### src/cpuIsaPkg.sv
package cpuIsaPkg;

	// datapath and address widths are fixed by the ISA
	localparam int DataWidth = 8;
	localparam int PcWidth = 10;

	// 6-bit opcodes, carry branches are not implemented
	typedef enum logic [5:0] {
		opNop = 6'h00,
		opLda = 6'h01,
		opLdb = 6'h02,
		opLdca = 6'h03,
		opLdcb = 6'h04,
		opSta = 6'h05,
		opStb = 6'h06,
		opAdda = 6'h07,
		opAddb = 6'h08,
		opAddca = 6'h09,
		opAddcb = 6'h0a,
		opSuba = 6'h0b,
		opSubb = 6'h0c,
		opSubca = 6'h0d,
		opSubcb = 6'h0e,
		opAnda = 6'h0f,
		opAndb = 6'h10,
		opAndca = 6'h11,
		opAndcb = 6'h12,
		opOra = 6'h13,
		opOrb = 6'h14,
		opOrca = 6'h15,
		opOrcb = 6'h16,
		opAsla = 6'h17,
		opAsra = 6'h18,
		opJmp = 6'h19,
		opBaeq = 6'h1a,
		opBane = 6'h1b,
		opBami = 6'h1c,
		opBapl = 6'h1d,
		opBbeq = 6'h1e,
		opBbne = 6'h1f,
		opBbmi = 6'h20,
		opBbpl = 6'h21
	} opcodeE;

	// constant view of the info field
	typedef struct packed {
		logic [1:0] spare;
		logic [DataWidth-1:0] value;
	} instrConstT;

	// relative branch view, sign plus 5-bit magnitude
	typedef struct packed {
		logic [3:0] spare;
		logic sign;
		logic [4:0] magnitude;
	} instrRelT;

	// one info word, read as constant, absolute address or displacement
	typedef union packed {
		instrConstT constView;
		logic [PcWidth-1:0] addrView;
		instrRelT relView;
	} instrInfoU;

	typedef struct packed {
		opcodeE opcode;
		instrInfoU info;
	} instrT;

	// accumulator write control
	typedef enum logic [2:0] {
		noLoad = 3'b000,
		loadConstantA = 3'b001,
		loadMemoryA = 3'b010,
		loadConstantB = 3'b011,
		loadMemoryB = 3'b100,
		loadAluA = 3'b101,
		loadAluB = 3'b110
	} acumCtrlE;

	// bit 1 picks A for operand 1, bit 0 picks B for operand 2
	typedef enum logic [1:0] {
		selConstants = 2'b00,
		selConstAAcumB = 2'b01,
		selAcumAConstB = 2'b10,
		selAcumAB = 2'b11
	} operSelE;

	// alu functions and branch tests
	typedef enum logic [3:0] {
		aluPass,
		aluAdd,
		aluSub,
		aluAnd,
		aluOr,
		aluShl,
		aluShr,
		aluEqA,
		aluNeA,
		aluMiA,
		aluPlA,
		aluEqB,
		aluNeB,
		aluMiB,
		aluPlB,
		aluJump
	} aluOpE;

endpackage
### src/cpuPipePkg.sv
package cpuPipePkg;

	import cpuIsaPkg::*;

	// fetch to decode
	typedef struct packed {
		logic valid;
		instrT instr;
		// fetch address plus one, base for relative branches
		logic [PcWidth-1:0] pcNext;
	} ifIdT;

	// decode to execute
	typedef struct packed {
		logic valid;
		// accumulators after forwarding
		logic [DataWidth-1:0] acumA;
		logic [DataWidth-1:0] acumB;
		logic [DataWidth-1:0] constant;
		operSelE operSel;
		aluOpE aluOp;
		acumCtrlE acumCtrl;
		// branch target or data-memory address
		logic [PcWidth-1:0] target;
		logic storeEn;
		// 0 stores A, 1 stores B
		logic storeSel;
	} idExT;

	// execute to memory
	typedef struct packed {
		logic valid;
		logic [DataWidth-1:0] aluData;
		acumCtrlE acumCtrl;
		logic [PcWidth-1:0] address;
		logic storeEn;
		logic [DataWidth-1:0] storeData;
	} exMemT;

	// accumulator write packet, also used for forwarding
	typedef struct packed {
		logic valid;
		acumCtrlE acumCtrl;
		logic [DataWidth-1:0] value;
	} wbT;

endpackage

### src/accumCore.sv
`timescale 1ns/100ps

module accumCore
	import cpuIsaPkg::*, cpuPipePkg::*;
#(
	parameter logic [PcWidth-1:0] ResetPc = '0
) (
	input logic clk,
	input logic arstN,
	output logic [PcWidth-1:0] instrAddr,
	input instrT instrData,
	output logic [PcWidth-1:0] memAddr,
	output logic [DataWidth-1:0] memWrData,
	output logic memWrEn,
	input logic [DataWidth-1:0] memRdData
);

	ifIdT ifId;
	idExT idEx;
	exMemT exMem;
	wbT exFwd;
	wbT wb;
	logic branchTaken;
	logic [PcWidth-1:0] branchDir;

	fetchStage #(
		.ResetPc(ResetPc)
	) uFetch (
		.clk(clk),
		.arstN(arstN),
		.branchTaken(branchTaken),
		.branchDir(branchDir),
		.instrData(instrData),
		.instrAddr(instrAddr),
		.ifId(ifId)
	);

	// taken branch also kills the instruction in decode
	decodeStage uDecode (
		.clk(clk),
		.arstN(arstN),
		.ifId(ifId),
		.squash(branchTaken),
		.exFwd(exFwd),
		.wb(wb),
		.idEx(idEx)
	);

	executeStage uExecute (
		.clk(clk),
		.arstN(arstN),
		.idEx(idEx),
		.exMem(exMem),
		.exFwd(exFwd),
		.branchTaken(branchTaken),
		.branchDir(branchDir)
	);

	memoryStage uMemory (
		.exMem(exMem),
		.memRdData(memRdData),
		.memAddr(memAddr),
		.memWrData(memWrData),
		.memWrEn(memWrEn),
		.wb(wb)
	);

endmodule

### src/memoryStage.sv
`timescale 1ns/100ps

module memoryStage
	import cpuIsaPkg::*, cpuPipePkg::*;
(
	input exMemT exMem,
	input logic [DataWidth-1:0] memRdData,
	output logic [PcWidth-1:0] memAddr,
	output logic [DataWidth-1:0] memWrData,
	output logic memWrEn,
	output wbT wb
);

	logic isLoad;
	logic [DataWidth-1:0] wbValue;

	// data memory port, read data returns in the same cycle
	assign memAddr = exMem.address;
	assign memWrData = exMem.storeData;

	// one-cycle write strobe per live store
	assign memWrEn = exMem.valid && exMem.storeEn;

	// memory loads take read data
	assign isLoad = exMem.acumCtrl inside {loadMemoryA, loadMemoryB};

	// constant loads arrive as alu pass-through
	assign wbValue = isLoad ? memRdData : exMem.aluData;

	// decode writes the accumulators from this at the next edge
	assign wb = '{
		valid: exMem.valid,
		acumCtrl: exMem.acumCtrl,
		value: wbValue
	};

endmodule

### src/executeStage.sv
`timescale 1ns/100ps

module executeStage
	import cpuIsaPkg::*, cpuPipePkg::*;
(
	input logic clk,
	input logic arstN,
	input idExT idEx,
	output exMemT exMem,
	output wbT exFwd,
	output logic branchTaken,
	output logic [PcWidth-1:0] branchDir
);

	logic [DataWidth-1:0] oper1;
	logic [DataWidth-1:0] oper2;
	logic [DataWidth-1:0] aluResult;
	logic [DataWidth-1:0] storeData;
	logic condMet;

	// operand muxes, accumulator or constant
	assign oper1 = idEx.operSel[1] ? idEx.acumA : idEx.constant;
	assign oper2 = idEx.operSel[0] ? idEx.acumB : idEx.constant;

	always_comb begin
		aluResult = '0;
		condMet = 1'b0;
		case (idEx.aluOp)
			aluPass: aluResult = oper1;
			aluAdd: aluResult = oper1 + oper2;
			aluSub: aluResult = oper1 - oper2;
			aluAnd: aluResult = oper1 & oper2;
			aluOr: aluResult = oper1 | oper2;
			// arithmetic shifts of A
			aluShl: aluResult = {oper1[DataWidth-2:0], 1'b0};
			aluShr: aluResult = {oper1[DataWidth-1], oper1[DataWidth-1:1]};
			// branch tests on A
			aluEqA: condMet = (oper1 == '0);
			aluNeA: condMet = (oper1 != '0);
			aluMiA: condMet = oper1[DataWidth-1];
			aluPlA: condMet = !oper1[DataWidth-1];
			// branch tests on B
			aluEqB: condMet = (oper2 == '0);
			aluNeB: condMet = (oper2 != '0);
			aluMiB: condMet = oper2[DataWidth-1];
			aluPlB: condMet = !oper2[DataWidth-1];
			aluJump: condMet = 1'b1;
			default: aluResult = oper1;
		endcase
	end

	// redirect only for a live instruction
	assign branchTaken = idEx.valid && condMet;
	assign branchDir = idEx.target;

	assign storeData = idEx.storeSel ? idEx.acumB : idEx.acumA;

	// result offered to decode in the same cycle
	assign exFwd = '{
		valid: idEx.valid,
		acumCtrl: idEx.acumCtrl,
		value: aluResult
	};

	always_ff @(posedge clk or negedge arstN) begin
		if (!arstN) begin
			exMem <= '0;
		end else begin
			exMem.valid <= idEx.valid;
			exMem.aluData <= aluResult;
			exMem.acumCtrl <= idEx.acumCtrl;
			// target field carries the data address for loads and stores
			exMem.address <= idEx.target;
			exMem.storeEn <= idEx.storeEn;
			exMem.storeData <= storeData;
		end
	end

endmodule

### src/decodeStage.sv
`timescale 1ns/100ps

module decodeStage
	import cpuIsaPkg::*, cpuPipePkg::*;
(
	input logic clk,
	input logic arstN,
	input ifIdT ifId,
	input logic squash,
	input wbT exFwd,
	input wbT wb,
	output idExT idEx
);

	opcodeE opcode;
	instrInfoU info;
	operSelE operSel;
	aluOpE aluOp;
	acumCtrlE acumCtrl;
	logic isBranch;
	logic [DataWidth-1:0] constant;
	logic [PcWidth-1:0] relTarget;
	logic [DataWidth-1:0] acumA;
	logic [DataWidth-1:0] acumB;
	logic [DataWidth-1:0] fwdA;
	logic [DataWidth-1:0] fwdB;
	logic pendA;
	logic pendB;
	logic lateA;
	logic lateB;
	idExT idExD;
	idExT idExQ;

	function automatic logic writesA(acumCtrlE ctrl);
		return ctrl inside {loadConstantA, loadMemoryA, loadAluA};
	endfunction

	function automatic logic writesB(acumCtrlE ctrl);
		return ctrl inside {loadConstantB, loadMemoryB, loadAluB};
	endfunction

	assign opcode = ifId.instr.opcode;
	assign info = ifId.instr.info;

	// alu function
	always_comb begin
		case (opcode)
			opAdda, opAddb, opAddca, opAddcb: aluOp = aluAdd;
			// B - const done as B + (-const), operand 1 is the constant
			opSubcb: aluOp = aluAdd;
			opSuba, opSubb, opSubca: aluOp = aluSub;
			opAnda, opAndb, opAndca, opAndcb: aluOp = aluAnd;
			opOra, opOrb, opOrca, opOrcb: aluOp = aluOr;
			opAsla: aluOp = aluShl;
			opAsra: aluOp = aluShr;
			opBaeq: aluOp = aluEqA;
			opBane: aluOp = aluNeA;
			opBami: aluOp = aluMiA;
			opBapl: aluOp = aluPlA;
			opBbeq: aluOp = aluEqB;
			opBbne: aluOp = aluNeB;
			opBbmi: aluOp = aluMiB;
			opBbpl: aluOp = aluPlB;
			opJmp: aluOp = aluJump;
			// loads, stores, nop pass operand 1
			default: aluOp = aluPass;
		endcase
	end

	// operand select for the execute muxes
	always_comb begin
		case (opcode)
			opAddca, opSubca, opAndca, opOrca: operSel = selAcumAConstB;
			opAddcb, opSubcb, opAndcb, opOrcb: operSel = selConstAAcumB;
			opLda, opLdb, opLdca, opLdcb, opJmp, opNop: operSel = selConstants;
			// reg-reg ops, shifts and branch tests read both accumulators
			default: operSel = selAcumAB;
		endcase
	end

	// accumulator write control
	always_comb begin
		case (opcode)
			opLdca: acumCtrl = loadConstantA;
			opLdcb: acumCtrl = loadConstantB;
			opLda: acumCtrl = loadMemoryA;
			opLdb: acumCtrl = loadMemoryB;
			opAdda, opSuba, opAnda, opOra, opAddca, opSubca, opAndca, opOrca,
			opAsla, opAsra: acumCtrl = loadAluA;
			opAddb, opSubb, opAndb, opOrb, opAddcb, opSubcb, opAndcb, opOrcb:
				acumCtrl = loadAluB;
			default: acumCtrl = noLoad;
		endcase
	end

	assign isBranch = opcode inside {opBaeq, opBane, opBami, opBapl,
		opBbeq, opBbne, opBbmi, opBbpl};
	assign constant = (opcode == opSubcb) ? -info.constView.value : info.constView.value;

	// sign-magnitude displacement from the next pc
	assign relTarget = info.relView.sign ?
		ifId.pcNext - PcWidth'(info.relView.magnitude) :
		ifId.pcNext + PcWidth'(info.relView.magnitude);

	// forwarding, execute result wins over memory result
	always_comb begin
		fwdA = acumA;
		fwdB = acumB;
		if (wb.valid && writesA(wb.acumCtrl)) begin
			fwdA = wb.value;
		end
		if (wb.valid && writesB(wb.acumCtrl)) begin
			fwdB = wb.value;
		end
		if (exFwd.valid && writesA(exFwd.acumCtrl)) begin
			fwdA = exFwd.value;
		end
		if (exFwd.valid && writesB(exFwd.acumCtrl)) begin
			fwdB = exFwd.value;
		end
	end

	// memory load in execute has no data yet, patch it one cycle later
	assign pendA = exFwd.valid && (exFwd.acumCtrl == loadMemoryA);
	assign pendB = exFwd.valid && (exFwd.acumCtrl == loadMemoryB);

	always_comb begin
		idExD.valid = ifId.valid && !squash;
		idExD.acumA = fwdA;
		idExD.acumB = fwdB;
		idExD.constant = constant;
		idExD.operSel = operSel;
		idExD.aluOp = aluOp;
		idExD.acumCtrl = acumCtrl;
		// jmp and memory ops use the absolute address view
		idExD.target = isBranch ? relTarget : info.addrView;
		idExD.storeEn = opcode inside {opSta, opStb};
		idExD.storeSel = (opcode == opStb);
	end

	always_ff @(posedge clk or negedge arstN) begin
		if (!arstN) begin
			idExQ <= '0;
			lateA <= 1'b0;
			lateB <= 1'b0;
		end else begin
			idExQ <= idExD;
			lateA <= pendA;
			lateB <= pendB;
		end
	end

	// load now sits in memory, its read data is on wb
	always_comb begin
		idEx = idExQ;
		if (lateA) begin
			idEx.acumA = wb.value;
		end
		if (lateB) begin
			idEx.acumB = wb.value;
		end
	end

	// single write point for both accumulators
	always_ff @(posedge clk or negedge arstN) begin
		if (!arstN) begin
			acumA <= '0;
			acumB <= '0;
		end else if (wb.valid) begin
			if (writesA(wb.acumCtrl)) begin
				acumA <= wb.value;
			end
			if (writesB(wb.acumCtrl)) begin
				acumB <= wb.value;
			end
		end
	end

endmodule

### src/fetchStage.sv
`timescale 1ns/100ps

module fetchStage
	import cpuIsaPkg::*, cpuPipePkg::*;
#(
	parameter logic [PcWidth-1:0] ResetPc = '0
) (
	input logic clk,
	input logic arstN,
	input logic branchTaken,
	input logic [PcWidth-1:0] branchDir,
	input instrT instrData,
	output logic [PcWidth-1:0] instrAddr,
	output ifIdT ifId
);

	logic [PcWidth-1:0] pc;
	logic [PcWidth-1:0] pcInc;

	// instruction memory answers in the same cycle
	assign instrAddr = pc;
	assign pcInc = pc + PcWidth'(1);

	always_ff @(posedge clk or negedge arstN) begin
		if (!arstN) begin
			pc <= ResetPc;
			ifId <= '0;
		end else begin
			// taken branch in execute redirects the pc
			if (branchTaken) begin
				pc <= branchDir;
			end else begin
				pc <= pcInc;
			end
			// word fetched under a taken branch is dropped
			ifId.valid <= !branchTaken;
			ifId.instr <= instrData;
			ifId.pcNext <= pcInc;
		end
	end

endmodule

### config.mk
export PLATFORM = sky130hd
export DESIGN_NAME = accumCore
export DESIGN_NICKNAME = d
export VERILOG_FILES = /design/src/cpuIsaPkg.sv /design/src/cpuPipePkg.sv /design/src/accumCore.sv /design/src/memoryStage.sv /design/src/executeStage.sv /design/src/decodeStage.sv /design/src/fetchStage.sv
export SDC_FILE = /design/constraint.sdc
export NUM_CORES = 1
export LEC_CHECK = 0
export ABC_AREA = 1
export BUFFER_PORTS_ARGS = -buffer_cell sky130_fd_sc_hd__buf_2
export CORE_ASPECT_RATIO = 0.6
export CORE_MARGIN = 1
export CORE_UTILIZATION = 45
export CTS_CLUSTER_SIZE = 12
export DETAILED_ROUTE_END_ITERATION = 10
export PLACE_DENSITY = 0.65
export SETUP_SLACK_MARGIN = 0.05
export SYNTH_ARGS = -nofsm -noshare
export SYNTH_HDL_FRONTEND = slang
export SYNTH_HIERARCHICAL = 1
export SYNTH_SLANG_ARGS = --single-unit
### constraint.sdc
create_clock -name clk -period 2.8 [get_ports clk]
set_clock_uncertainty 0.2 [all_clocks]
set_input_delay 0.56 -clock clk [delete_from_list [all_inputs] [get_ports clk]]
set_output_delay 0.56 -clock clk [all_outputs]
set_load 0.01 [all_outputs]
==> impl_metrics.toml <==
[clock_network]
cts_tree = "built"
htreeDepth = 4
cts_buffers = 17
cts_root_buffer = "clkbuf_16"
worstSkewPairLatency_ps = 410
cts_sinks = 132
clk_path_buf_depth = 2
clk_pin_slew_worst_paths_ps = 60

[min_path]
hold_path.class = "input pin to flop"

[timing]
slew-limit-headroom = 0.558
max_freq_ghz = 0.300
timing.hold.ws_ps = 50.1
fin_crit_sh = 1.19
min_period_ps = 3330
fin_tns_setup_ps = -12340
drv_slew = 0
hold_viol = 0
setup_violations = 33
rsz0062_at_grt = "true"
fin_ws_ps = -533
tightest_slew_ps = 661

[synthesis]
synth_xor_area_frac = 0.0161
synth_top_family_by_area = "simple AND/OR/NAND/NOR gates"
ys_async_sr_fraction = 1.00
syn-instance-count = 944
synth_edf_count = 0
yosysSeqAreaShare = 0.434
yosys.area_share.adder = 0.0545
ys_types = 48
synth_area_per_cell_um2 = 8.07
syn_nets = 1002
synthSimpleGateAreaFrac = 0.236
yosysWarnings = 6
synthMuxAreaShare = 0
netlist_area_um2 = 7620
synth_compound_area_frac = 0.117
synth_ff_type = "dfrtp_1"
ys_ff_latch = 132

[run_status]
violations = "negative setup slack"
status = "complete, but fails checks"

[routing]
wirelength_met1_um = 10800
wl_um = 20300
route.met2.wl_um = 7850
dr_wl_met3_um = 1500
wl_per_cell_um = 15.9
routed-via-count = 6457
drc = 0
viasPerCell = 5.04
postRouteAntennaNets = 0
first_pass_iters = 6
drtIter0Drc = 605
top_layer_used = "met4"

[critical_path]
cp.required_ps = 2900
cp_data_arrival_time_ps = 3440
cpLargestDelayFamily = "buffers and inverters"
cp_max_fo = 8
path_class = "flop to flop"
crit_path_cell_trace = "inv_2, nand2_4, nand3_4, buf_4, nand2_1, nand2_1, inv_1, a21oi_1, nand2_1, nand2_2, nor2_2, inv_2, nor2_4, buf_4, buf_6, buf_6, buf_6, buf_4, nand3_2, nand2_1, nor2_2, a21boi_4, clkinvlp_4, buf_6"
worst-path-buf-inv = 11
critPathSlowestCell = "dfrtp_2"
cp-start-kind = "flop"
critPathMaxStageDelay_ps = 410
critPathCaptureType = "flop"

[die]
initial_core_util = 0.465
io_pins = 55
die_area_um2 = 17500
coreArea_um2 = 16400
die_y_um = 103
die_w_um = 170
rows = 36

[global_routing]
grt_pass1_vias = 5753
antenna_found_initial = 0
track_usage = 0.239
grt_start_max_net_pins = 64
grt_overflow = 0
grt_pass1_wl_um = 31300

[pwr]
p_sw_w = 0.00368
p_int_w = 0.00568
power.density_nw_per_um2 = 1010
power_frac_clock = 0.219
seq_power_share = 0.296
leakage_nw = 4.76
combPwrFrac = 0.485
power.total_w = 0.00935
peakVddDrop_mv = 0.474
switching_share = 0.393

[cells_and_area]
fill_cells = 1516
drive_gt1_frac = 0.293
antenna_cells = 0
syn2layout_area_growth_pct = 21.2
design_area_um2 = 9240
nets = 1100

[placed_design]
place_area_um2 = 8270
port_buffers = 54
hpwlAfterDp_um = 14800
place_congestion = 0.943

[job]
cap_violations = 0
-- metrics by stage --
step                      setup WS [ps]  instances  utilization
after detailed placement           -528       1222        0.505
final                              -533       1282        0.563
after floorplan                    -124        944            -
after CTS                          -395       1272        0.552
after global placement             -472       1222        0.505
after global routing               -705       1282        0.563
-- worst register-to-register path: stages (launching register included) --
cell and delay [ps]:
dfrtp_2 410, inv_2 60, nand2_4 120, nand3_4 130, buf_4 160, nand2_1 50
nand2_1 50, inv_1 80, a21oi_1 80, nand2_1 80, nand2_2 70, nor2_2 160
inv_2 60, nor2_4 120, buf_4 120, buf_6 80, buf_6 80, buf_6 80
buf_4 100, nand3_2 80, nand2_1 90, nor2_2 50, a21boi_4 270, clkinvlp_4 280
buf_6 170
-- state kept, by name (all words and copies together) (netlist names) --
name              count
uDecode/lateB         1
uDecode/lateA         1
uDecode/idExQ        16
uFetch/ifId          27
uDecode/idEx         30
uDecode/acumA         8
uExecute/exMem       31
uDecode/acumB         8
uFetch/instrAddr     10
-- worst paths after layout --
path | end | cells after the start | slack, ps | startpoint
min in group asynchronous | uExecute/exMem[12] | 2 | 520 | arstN
setup / recovery | uFetch/ifId[26] | 24 | -530 | uExecute/exMem[21]
setup reg to reg | uFetch/ifId[26] | 24 | -530 | uExecute/exMem[21]
max in group asynchronous | uExecute/exMem[20] | 3 | 1240 | arstN
hold / removal | uFetch/ifId[16] | 1 | 50 | instrData[6]
hold reg to reg | uExecute/exMem[8] | 0 | 160 | uDecode/idEx[1]
-- cell families after synthesis --
| group | after synthesis |
|---|---|
| AND/OR/NAND/NOR | 405 |
| XOR/XNOR | 14 |
| AO/OA/AOI/OAI | 154 |
| flip-flops | 132 |
| adder cells (fa/ha/maj) | 32 |
| buffers and inverters | 207 |
-- metal layers --
layer | vias to the layer above | global-route usage
li1 | 3174 | -
met1 | 3011 | 0.393
met2 | 247 | 0.312
met3 | 25 | 0.0430
met4 | 0 | 0.0541
met5 | - | 0
-- power by group through the flow --
stage / Clock [W] / Sequential (W) / Combinational (W)
6_report: 0.00205 / 0.00277 / 0.00453
5_1_grt: 0.00217 / 0.00283 / 0.00497
4_1_cts: 0.00208 / 0.00276 / 0.00416
3_5_place_dp: 0 / 0.00279 / 0.00389
3_3_place_gp: 0 / 0.00279 / 0.00384
2_1_floorplan: 0 / 0.00272 / 0.00265
-- layout by cell type (no fill, tap or decap), types with 28 or more instances in the layout --
cell     Yosys  routed
buf_4       67      92
a21oi_1     40      30
inv_1      114     106
dfrtp_1    132     130
buf_2        4      53
nand2_1    247     234
nor2_1      51      47
o21ai_0     52      46
nand2_2     16      28
nand3_1     42      34
-- cell usage after synthesis (4+ instances only) --
| cell | number | area [um^2] |
|---|---|---|
| nand2_1 | 247 | 927 |
| dfrtp_1 | 132 | 3300 |
| inv_1 | 114 | 428 |
| buf_4 | 67 | 503 |
| o21ai_0 | 52 | 260 |
| nor2_1 | 51 | 191 |
| nand3_1 | 42 | 210 |
| a21oi_1 | 40 | 200 |
| ha_1 | 30 | 375 |
| o21ai_1 | 24 | 120 |
| nand2_2 | 16 | 100 |
| o21ai_2 | 12 | 105 |
| nand4_1 | 10 | 62.6 |
| xor2_1 | 9 | 78.8 |
| inv_2 | 8 | 30.0 |
| clkbuf_1 | 7 | 26.3 |
| nor2_2 | 7 | 43.8 |
| nor3_1 | 6 | 30.0 |
| xnor2_1 | 5 | 43.8 |
| and2_1 | 4 | 25.0 |
| buf_2 | 4 | 20.0 |
| nand3b_1 | 4 | 30.0 |
| o211ai_1 | 4 | 30.0 |
| or2_2 | 4 | 25.0 |
-- repair_timing --
item / 4_1_cts / 5_1_grt
setup endpoints to repair: 34 / 38
resized for setup: 31 / 31
buffers inserted: 20 / 10
endpoints found under the hold margin: 58 / 0
hold buffers: 1 / 0
pin swaps: 33 / 21
gates cloned: 1 / 1
-- cell type report --
type,instances,area [um^2],area share
multi-input combinational,605,3450,0.374
sequential,132,3310,0.358
timing repair buffer,161,1170,0.127
inverter,124,475,0.0515
clock buffer,20,447,0.0484
tap,228,285,0.0309
clock inverter,11,87.6,0.00948
timing repair inverter,1,7.51,0.000813
Power figures use the tool's default switching activity.
